$ cat src/rtl/stencil_pkg.sv
`default_nettype none

package stencil_pkg;

  localparam int PIX_W      = 8;
  localparam int WIN        = 9;
  localparam int MAX_IMG_W  = 64;
  localparam int SUM_W      = 15;
  localparam int IMG_SIZE_W = 9;
  localparam int COL_W      = $clog2(MAX_IMG_W);
  localparam int COL_SUM_W  = PIX_W + $clog2(WIN);

  // Credit and queue sizing.
  localparam int IN_CREDITS = 4;
  localparam int OUT_DEPTH  = 8;
  localparam int DS_CREDITS = 4;
  localparam int OUT_CNT_W  = $clog2(OUT_DEPTH + 1);
  localparam int DS_CNT_W   = $clog2(DS_CREDITS + 1);

  typedef struct packed {
    logic             sof;
    logic [PIX_W-1:0] data;
  } pixel_t;

  // Index 0 is the oldest row.
  typedef logic [WIN-1:0][PIX_W-1:0] column_t;

  // Index 0 is the oldest column.
  typedef column_t [WIN-1:0] window_t;

  typedef struct packed {
    logic [SUM_W-1:0] sum;
    logic [PIX_W-1:0] max;
  } result_t;

endpackage

`default_nettype wire

$ cat src/rtl/credit_egress.sv
`timescale 1ns/1ps
`default_nettype none

module credit_egress (
  input  logic                              clk,
  input  logic                              rst_n,
  input  logic                              in_empty_i,
  input  logic [stencil_pkg::OUT_CNT_W-1:0] out_count_i,
  input  logic                              out_empty_i,
  input  logic                              retire_i,
  input  logic                              out_credit_i,
  output logic                              advance_o,
  output logic                              out_pop_o,
  output logic                              out_valid_o
);

  import stencil_pkg::*;

  logic [OUT_CNT_W-1:0] inflight_q;
  logic [DS_CNT_W-1:0]  ds_credits_q;
  logic [OUT_CNT_W:0]   reserved;

  // Every admitted pixel reserves an output slot until it retires.
  assign reserved  = (OUT_CNT_W + 1)'(out_count_i) + (OUT_CNT_W + 1)'(inflight_q);
  assign advance_o = !in_empty_i && (reserved < (OUT_CNT_W + 1)'(OUT_DEPTH));

  assign out_pop_o   = (ds_credits_q != '0) && !out_empty_i;
  // Popped head is on the output in the same cycle.
  assign out_valid_o = out_pop_o;

  always_ff @(posedge clk) begin
    if (!rst_n) begin
      inflight_q   <= '0;
      ds_credits_q <= DS_CNT_W'(DS_CREDITS);
    end else begin
      inflight_q   <= inflight_q + OUT_CNT_W'(advance_o) - OUT_CNT_W'(retire_i);
      ds_credits_q <= ds_credits_q + DS_CNT_W'(out_credit_i) - DS_CNT_W'(out_pop_o);
    end
  end

  a_ds_credit_bound: assert property (@(posedge clk) disable iff (!rst_n)
    ds_credits_q <= DS_CNT_W'(DS_CREDITS))
    else $error("credit_egress: receiver returned more credits than granted");

  a_retire_in_flight: assert property (@(posedge clk) disable iff (!rst_n)
    retire_i |-> inflight_q != '0)
    else $error("credit_egress: filter retired a pixel that was never admitted");

endmodule

`default_nettype wire

$ cat config.mk
export PLATFORM = sky130hd
export DESIGN_NAME = credit_egress
export DESIGN_NICKNAME = d
export VERILOG_FILES = /design/src/rtl/stencil_pkg.sv /design/src/rtl/credit_egress.sv
export SDC_FILE = /design/constraint.sdc
export NUM_CORES = 1
export LEC_CHECK = 0
export CORE_AREA = 3 3 40 42
export CTS_CLUSTER_DIAMETER = 100
export DETAILED_ROUTE_END_ITERATION = 16
export DIE_AREA = 0 0 43 45
export DONT_BUFFER_PORTS = 1
export GPL_TIMING_DRIVEN = 0
export PLACE_DENSITY = 0.58
export SKIP_LAST_GASP = 1
export SLEW_MARGIN = 10
export SYNTH_ARGS = -nofsm -noshare
export SYNTH_HDL_FRONTEND = slang
export SYNTH_SLANG_ARGS = --single-unit
$ cat constraint.sdc
create_clock -name clk -period 1.9 [get_ports clk]
set_input_delay 0.285 -clock clk [delete_from_list [all_inputs] [get_ports clk]]
set_output_delay 0.285 -clock clk [all_outputs]
set_load 0.02 [all_outputs]
=== After elaboration in Yosys (flattened, before gate mapping) ===
Index checks and enable logic that the tools add are counted.

* Bits of input ports: 10
* Register bits after elaboration: 7
* Output and inout port bits: 3
* Logic and storage cells: 13

* $add $sub $neg: 5
* Magnitude comparators: 1
* Reductions and logical operators: 5

{| class="wikitable"
|+ Operator list
! operator !! number
|-
| 4-bit by 4-bit adder with 5-bit output || 1
|-
| 5-bit by 4-bit < comparator with 1-bit output, second input constant || 1
|-
| 4-bit by 1-bit adder with 4-bit output || 1
|-
| 4-bit by 1-bit subtractor with 4-bit output || 1
|-
| 3-bit by 1-bit adder with 3-bit output || 1
|-
| 3-bit nonzero test || 1
|-
| 3-bit by 1-bit subtractor with 3-bit output || 1
|-
| 1-bit logical AND || 2
|-
| 1-bit zero test || 2
|}

=== Longest topological paths before layout ===
Gate-level depths: netlist of the first run.

* Depth in word-level cells: 5
* Gate-level depth with buffers: 8
* Depth with buffers taken out: 8

=== Least setup slack after synthesis of the first run ===
No wires, ideal clock.

* Path kind: register to register
* From: register inflight_q[3]
* To: register inflight_q[2]
* Setup slack: -0.355 ns
* Stages on the path, launching flop included: 9
* Path buffers: 0
* Data arrival time: 2.140 ns
* Clock period less this slack: 2.255 ns
* Data required time: 1.786 ns
* Setup time: 0.114 ns
* Path through: dfxtp_1 ha_1 or4_4 a21oi_2 ha_1 inv_1 fa_1 xor2_1 nor2_1

* Word-level cells in the longest chain between the ends: 5

{| class="wikitable"
|+ Ends and longest elaborated chain
! item !! line !! text
|-
| start, declared || credit_egress.sv:19 || <nowiki>logic [OUT_CNT_W-1:0] inflight_q;</nowiki>
|-
| start signal, assigned || credit_egress.sv:36 || <nowiki>inflight_q <= inflight_q + OUT_CNT_W'(advance_o) - OUT_CNT_W'(retire_i);</nowiki>
|-
| 4-bit by 4-bit adder with 5-bit output || credit_egress.sv:24 || <nowiki>assign reserved = (OUT_CNT_W + 1)'(out_count_i) + (OUT_CNT_W + 1)'(inflight_q);</nowiki>
|-
| 5-bit by 4-bit < comparator with 1-bit output || credit_egress.sv:25 || <nowiki>assign advance_o = !in_empty_i && (reserved < (OUT_CNT_W + 1)'(OUT_DEPTH));</nowiki>
|-
| 1-bit logical AND || credit_egress.sv:25 ||
|-
| named net advance_o || credit_egress.sv:12 || <nowiki>output logic advance_o,</nowiki>
|-
| 4-bit by 1-bit adder with 4-bit output || credit_egress.sv:36 ||
|-
| 4-bit by 1-bit subtractor with 4-bit output || credit_egress.sv:36 ||
|}

The timed path passes the listed nets, and every way through them passes these cells.
A chain may end at the register's enable or synchronous reset.

=== Worst setup path in the final report of the first run ===
* From: register inflight_q[3]
* To: register inflight_q[1]

The elaborated chain is that of the path after synthesis.

==> impl_metrics.json, run 1 <==
{
  "status": "finished with violations",
  "failed_checks": "negative setup slack",
  "port_buffers": 0,
  "fin_hold_ws_ns": 0.0998,
  "core_um2": 1280,
  "power_leakage_nw": 0.265,
  "remaining_drc_errors": 0,
  "drive_gt1_share_pct": 42.9,
  "synth_xor_area_share_pct": 7.43,
  "final_cell_mix": "inv_1, ha_1, dfxtp_2",
  "muxShareOfSynthArea_pct": 0,
  "dpl-instance-area_um2": 517,
  "grt_first_pass_wirelength_um": 1300,
  "htree_levels": 1,
  "ios": 13,
  "gr-usage-all-layers_pct": 9.30,
  "synth_compound_area_share_pct": 5.84,
  "setup_ws_ns": -0.247,
  "synth-simple-area-share_pct": 14.3,
  "fin_crit_ns": 2.15,
  "cts_buffers": 3,
  "gr-total-overflow": 0,
  "fin_crit_sh_pct": 113,
  "cts_root_buf": "clkbuf_4",
  "routed_wl_um": 780,
  "yosys.cell_types.count": 17,
  "fin_area_um2": 616,
  "netlist_area_um2": 472,
  "grt_pass1_vias": 350,
  "die_h_um": 45,
  "vias_per_cell": 4.61,
  "syn2layout_area_growth_pct": 30.5,
  "hold_violations": 0,
  "setup_viol": 3,
  "clock_sinks": 7,
  "regArea_um2": 145,
  "rsz0062_at_grt": "true",
  "clkPwrFrac_pct": 13.6,
  "insertion_delay_ns": 0.24,
  "synth_top_family_by_area": "adder cells",
  "num_vias": 327,
  "p_sw_mw": 0.383,
  "antenna_found_initial": 0,
  "max_freq_ghz": 0.466,
  "peakVddDrop_mv": 0.692,
  "ant_nets": 0,
  "synthAdderAreaFrac_pct": 32.4,
  "max_slew_margin_pct": 82.4,
  "worst-endpoint-required_ns": 2.04,
  "yosys_warnings": 0,
  "ys_ff_latch": 7,
  "cts_max_path_buffers": 2,
  "p_int_mw": 0.586,
  "die-area_um2": 1940,
  "rows": 13,
  "initial_core_util_pct": 36.7,
  "pwr-share-comb_pct": 56.7,
  "die_w_um": 43,
  "pre_cts_ws_ns": -0.303,
  "final_common_cell": "inv_1",
  "diodes": 0,
  "setup.worst_path.class": "register to register",
  "nets": 78,
  "slew_violations": 0,
  "crit_fanout": 2,
  "synth.avg_cell_area_um2": 9.43,
  "multi_input_area_um2": 362,
  "tightest_slew_ns": 0.262,
  "place_hpwl_um": 621,
  "cts_hold_buf": 0,
  "nFillCells": 133,
  "cts_tree": "done",
  "p_per_area_nw_per_um2": 1570,
  "syn_nets": 71,
  "swShare_pct": 39.5,
  "cp-start-kind": "register",
  "drt-pass1-iter-count": 1,
  "place.gp.congestion": 0.683,
  "max_cap_viol_count": 0,
  "syn_inst": 50,
  "wire_per_inst_um": 11.0,
  "power_frac_seq_pct": 29.7,
  "clock_skew_ns": 0.00184,
  "drtIter0Drc": 0,
  "grt_max_degree": 6,
  "worstPathArrival_ns": 2.29,
  "min_path_type": "input port to register",
  "path_clk_slew_ns": 0.05,
  "synth_seq_area_share_pct": 29.7,
  "worstSetupEndpointType": "register"
}
synth_stat cells:
| library cell | instances | area (µm²) |
|---|---|---|
| inv_1 | 11 | 41.3 |
| ha_1 | 9 | 113 |
| dfxtp_1 | 7 | 140 |
| and2_1 | 3 | 18.8 |
| nor2_1 | 3 | 11.3 |
| a21oi_1 | 2 | 10.0 |
| fa_1 | 2 | 40.0 |
| nand3_1 | 2 | 10.0 |
| xnor2_1 | 2 | 17.5 |
| xor2_1 | 2 | 17.5 |
| a21oi_2 | 1 | 8.76 |
| a31o_2 | 1 | 8.76 |
| buf_4 | 1 | 7.51 |
| nand2_1 | 1 | 3.75 |
| nor3_1 | 1 | 5.00 |
| nor3b_1 | 1 | 7.51 |
| or4_4 | 1 | 11.3 |
metrics by stage:
step	util [%]	setup TNS [ns]	power, mW	instances
global route	47.9	-0.744	1.09	71
global placement	40.2	-0.709	0.719	65
floorplan	-	-0.407	0.651	50
CTS	43.8	-0.493	0.898	70
detailed placement	40.2	-0.801	0.734	65
finish	47.9	-0.498	0.968	71
repair_timing:
item / in CTS / in global routing
endpoints found under the setup margin: 5 / 5
resized for setup: 2 / 11
buffers inserted: 1 / 1
pin swaps: 2 / 7
final timing paths:
kind                            depth (start not counted)              end  slack [ns]          start
worst max-delay path                                    7    inflight_q[1]       -0.25  inflight_q[3]
worst max register to register                          7    inflight_q[1]       -0.25  inflight_q[3]
worst min register to register                          3    inflight_q[3]        0.69  inflight_q[2]
worst min-delay path                                    1  ds_credits_q[2]         0.1          rst_n
worst max-delay path, cell delays in order (launching register included):
cell	delay, ns
dfxtp_2	0.34
ha_4	0.19
or4_4	0.49
a21oi_4	0.25
ha_4	0.18
inv_2	0.03
fa_2	0.51
nor2_1	0.04
cell type report:
| cell class | count | share of cell area [%] |
|---|---|---|
| Buffer | 1 | 1.22 |
| Clock buffer | 4 | 4.27 |
| Inverter | 11 | 6.71 |
| Multi-Input combinational cell | 31 | 58.7 |
| Sequential cell | 7 | 23.6 |
| Tap cell | 15 | 3.05 |
| Timing Repair Buffer | 2 | 2.44 |
power by group through the flow:
stage / sequential, mW / combinational [mW] / clock (mW)
CTS: 0.268 / 0.491 / 0.138
global placement: 0.273 / 0.446 / 0
detailed placement: 0.274 / 0.461 / 0
finish: 0.288 / 0.549 / 0.131
floorplan: 0.262 / 0.389 / 0
global route: 0.297 / 0.643 / 0.146
logic make-up after synthesis:
| kind of cell | Yosys count |
|---|---|
| buf+inv | 12 |
| simple gates | 12 |
| fa+ha+maj | 11 |
| flops | 7 |
| compound gates | 4 |
| xor+xnor | 4 |
per-layer routing:
layer | share of wire, % | GRT usage (%) | vias up
li1 | - | - | 171
met5 | 0 | 0 | -
met1 | 43 | 9.09 | 142
met2 | 48 | 16.2 | 12
met4 | 0.77 | 7.23 | 0
met3 | 7.8 | 3.19 | 2
registers in the layout, summed over array words and instances (netlist names):
signal,flops
ds_credits_q,3
inflight_q,4
(Power assumes the default switching activity.)
==> run 2, diff against run 1 <==
Settings changed: PLACE_DENSITY 0.58 to 0.47, SLEW_MARGIN 10 to 20.
==> impl_metrics.json, run 2 (synthesized netlist as in run 1, its figures left out) <==
{
  "min_path_type": "input port to register",
  "wire_per_inst_um": 12.4,
  "fin_hold_ws_ns": 0.0996,
  "grt_first_pass_wirelength_um": 1520,
  "setup_viol": 2,
  "diodes": 0,
  "p_per_area_nw_per_um2": 1570,
  "totalPowerFinal_mw": 0.960,
  "reg2reg_slack_ns": -0.23,
  "max_slew_margin_pct": 82.3,
  "rows": 13,
  "cts_root_buf": "clkbuf_4",
  "setup_ws_ns": -0.232,
  "die_h_um": 45,
  "failed_checks": "negative setup slack",
  "hold_violations": 0,
  "worstSetupEndpointType": "register",
  "nets": 78,
  "cts_hold_buf": 0,
  "remaining_drc_errors": 0,
  "cts_buffers": 3,
  "top_regs": "inflight_q: 4 flops, ds_credits_q: 3 flops",
  "max_cap_viol_count": 0,
  "core_um2": 1280,
  "clock_skew_ns": 0.00333,
  "path_clk_slew_ns": 0.05,
  "clock_sinks": 7,
  "ios": 13,
  "initial_core_util_pct": 36.7,
  "grt_max_degree": 6,
  "drt-pass1-iter-count": 2,
  "worstPathArrival_ns": 2.28,
  "grt_pass1_vias": 364,
  "setup.worst_path.class": "register to register",
  "fin_crit_ns": 2.13,
  "largest_register_ffs": 4,
  "tns_ns": -0.432,
  "place.gp.congestion": 0.712,
  "gr-usage-all-layers_pct": 11.4,
  "port_buffers": 0,
  "die_w_um": 43,
  "place_hpwl_um": 718,
  "routed_wl_um": 879,
  "status": "finished with violations",
  "power_leakage_nw": 0.261,
  "insertion_delay_ns": 0.25,
  "antenna_found_initial": 0,
  "vias_per_cell": 4.76,
  "rsz0062_at_grt": "true",
  "syn2layout_area_growth_pct": 29.7,
  "final_cell_mix": "inv_1, ha_1, dfxtp_1",
  "ant_nets": 0,
  "drive_gt1_share_pct": 39.3,
  "htree_levels": 1,
  "die-area_um2": 1940,
  "gr-total-overflow": 0,
  "crit_fanout": 2,
  "worst-endpoint-required_ns": 2.05,
  "fin_util_pct": 47.6,
  "tightest_slew_ns": 0.265,
  "num_vias": 338,
  "final_common_cell": "inv_1",
  "cp-start-kind": "register",
  "top_register": "inflight_q",
  "peakVddDrop_mv": 0.680,
  "cts_tree": "done",
  "cts_max_path_buffers": 2,
  "drtIter0Drc": 1,
  "max_freq_ghz": 0.469,
  "fin_crit_sh_pct": 112,
  "slew_violations": 0
}
run 2: final cells by class:
| cell class | count | area, µm² |
|---|---|---|
| timing repair buffer | 2 | 15.0 |
| sequential | 7 | 146 |
| inverter | 11 | 41.3 |
| fill | 128 | 673 |
| clock buffer | 4 | 26.3 |
| buffer | 1 | 7.51 |
| tap | 15 | 18.8 |
| multi-input combinational | 31 | 357 |
run 2: per-layer routing:
layer / GRT usage [%] / part of all wire [%]
met5: 0 / 0
met4: 9.04 / 1.4
met3: 4.38 / 7.1
met2: 20.4 / 54
met1: 10.3 / 37
run 2: repair_timing:
item,in CTS,in global routing
setup endpoints to repair,5,5
resized for setup,7,5
buffers inserted,1,1
endpoints found under the hold margin,0,0
pin swaps,6,7
run 2: per-stage QoR:
stage	setup slack, ns	cell area (µm²)	std cells
after CTS	-0.268	583	70
after global routing	-0.308	612	71
after global placement	-0.295	517	65
after floorplan	-0.217	498	50
final	-0.232	612	71
after detailed placement	-0.307	517	65
run 2: final timing paths:
kind / from / endpoint / depth (start not counted)
setup / recovery: inflight_q[3] / inflight_q[1] / 7
setup reg to reg: inflight_q[3] / inflight_q[1] / 7
hold / removal: rst_n / ds_credits_q[2] / 1
hold reg to reg: ds_credits_q[2] / ds_credits_q[2] / 3
run 2: report_power, final:
group	switching, mW	internal, mW	leakage (nW)	total, mW
clock network	0.0540	0.0801	0.0150	0.134
registers	0.0647	0.221	0.0589	0.286
logic	0.265	0.275	0.187	0.540
total	0.384	0.576	0.261	0.960
run 2: worst max-delay path: stages, from the launching register on:
cell     delay, ns
dfxtp_2       0.34
ha_4          0.19
or4_4         0.49
a21oi_4       0.25
ha_4          0.18
inv_2         0.03
fa_2          0.51
nor2_1        0.04
==> run 3, diff against run 2 <==
Settings changed: PLACE_DENSITY 0.47 to 0.45.
Clock period 1.9 ns to 2.8 ns, I/O delays scaled along.
==> impl_metrics.json, run 3 (synthesized netlist as in run 1, its figures left out) <==
{
  "path_clk_slew_ns": 0.05,
  "max_slew_margin_pct": 64.0,
  "largest_register_ffs": 4,
  "setup_ws_ns": 0.429,
  "die_w_um": 43,
  "port_buffers": 0,
  "antenna_found_initial": 0,
  "setup.worst_path.class": "register to register",
  "htree_levels": 1,
  "cts_max_path_buffers": 2,
  "cts_root_buf": "clkbuf_4",
  "max_freq_ghz": 0.422,
  "worst-endpoint-required_ns": 2.94,
  "top_register": "inflight_q",
  "ant_nets": 0,
  "tightest_slew_ns": 0.537,
  "cp-start-kind": "register",
  "rsz0062_at_grt": "false",
  "place_hpwl_um": 711,
  "fin_hold_ws_ns": 0.235,
  "multi_input_area_um2": 283,
  "routed_wl_um": 800,
  "diodes": 0,
  "die-area_um2": 1940,
  "final_cell_mix": "inv_1, ha_1, dfxtp_1",
  "postCtsSetupBuffers": 0,
  "die_h_um": 45,
  "fin_crit_ns": 2.37,
  "core_um2": 1280,
  "hold_violations": 0,
  "dpl-instance-area_um2": 490,
  "initial_core_util_pct": 36.7,
  "fin_crit_sh_pct": 84.7,
  "nets": 76,
  "insertion_delay_ns": 0.25,
  "drtIter0Drc": 4,
  "syn2layout_area_growth_pct": 9.55,
  "gr-usage-all-layers_pct": 9.94,
  "clock_skew_ns": 0.00298,
  "peakVddDrop_mv": 0.418,
  "worstSetupEndpointType": "register",
  "grt_pass1_vias": 345,
  "grt_max_degree": 6,
  "pre_cts_ws_ns": 0.301,
  "place.gp.congestion": 0.783,
  "cts_tree": "done",
  "rows": 13,
  "setup_viol": 0,
  "ios": 13,
  "max_cap_viol_count": 0,
  "fin_area_um2": 517,
  "fin_cells": 69,
  "grt_first_pass_wirelength_um": 1390,
  "drive_gt1_share_pct": 13.0,
  "dp_cells": 65,
  "regArea_um2": 140,
  "tns_ns": 0,
  "min_path_type": "input port to register",
  "drt-pass1-iter-count": 3,
  "wire_per_inst_um": 11.6,
  "clock_sinks": 7,
  "cts_buffers": 3,
  "vias_per_cell": 4.77,
  "top_regs": "inflight_q: 4 flops, ds_credits_q: 3 flops",
  "remaining_drc_errors": 0,
  "post_cts_resized": 0,
  "worstPathArrival_ns": 2.51,
  "final_common_cell": "inv_1",
  "power_leakage_nw": 0.247,
  "crit_fanout": 2,
  "nFillCells": 136,
  "gr-total-overflow": 0,
  "status": "complete, no violations",
  "p_per_area_nw_per_um2": 1090,
  "num_vias": 329,
  "cts_hold_buf": 0,
  "slew_violations": 0
}
[run 3: layout make-up]
class	instances	area share (%)
flip-flops and latches	7	27.1
inverters	11	7.99
well taps	15	3.63
plain buffers	1	1.45
clock buffers	4	5.08
multi-input cells	31	54.7
[run 3: per-layer routing]
metal	wire length [µm]	vias up	track usage, %	part of all wire (%)
met5	0	-	0	0
met4	4	0	7.23	0.50
met3	73	2	3.98	9.1
met2	409	14	17.1	51
met1	314	145	9.73	39
li1	-	168	-	-
[run 3: per-stage QoR]
stage	power, mW	utilization [%]
floorplan	0.422	-
global placement	0.459	38.2
detailed placement	0.483	38.2
CTS	0.578	40.2
global route	0.631	40.2
finish	0.565	40.2
[run 3: critical path, stage by stage, from the launching register on]
cell     delay (ns)
dfxtp_1        0.32
ha_1           0.28
or4_4          0.53
a21oi_2        0.28
ha_1           0.23
inv_1          0.06
fa_1           0.37
xor2_1         0.15
nor2_1         0.05
[run 3: power breakdown]
group          leakage, nW  switching, mW  total, mW  internal (mW)
sequential          0.0583         0.0379      0.182          0.144
clock               0.0150         0.0384     0.0929         0.0545
combinational        0.174          0.147      0.290          0.144
total                0.247          0.223      0.565          0.342
[run 3: path summary, 6_finish.rpt]
check / from / endpoint / slack (ns) / cells past startpoint
max: inflight_q[3] / inflight_q[2] / 0.43 / 8
min: rst_n / ds_credits_q[2] / 0.24 / 1
max reg2reg: inflight_q[3] / inflight_q[2] / 0.43 / 8
min reg2reg: ds_credits_q[2] / ds_credits_q[2] / 0.64 / 3
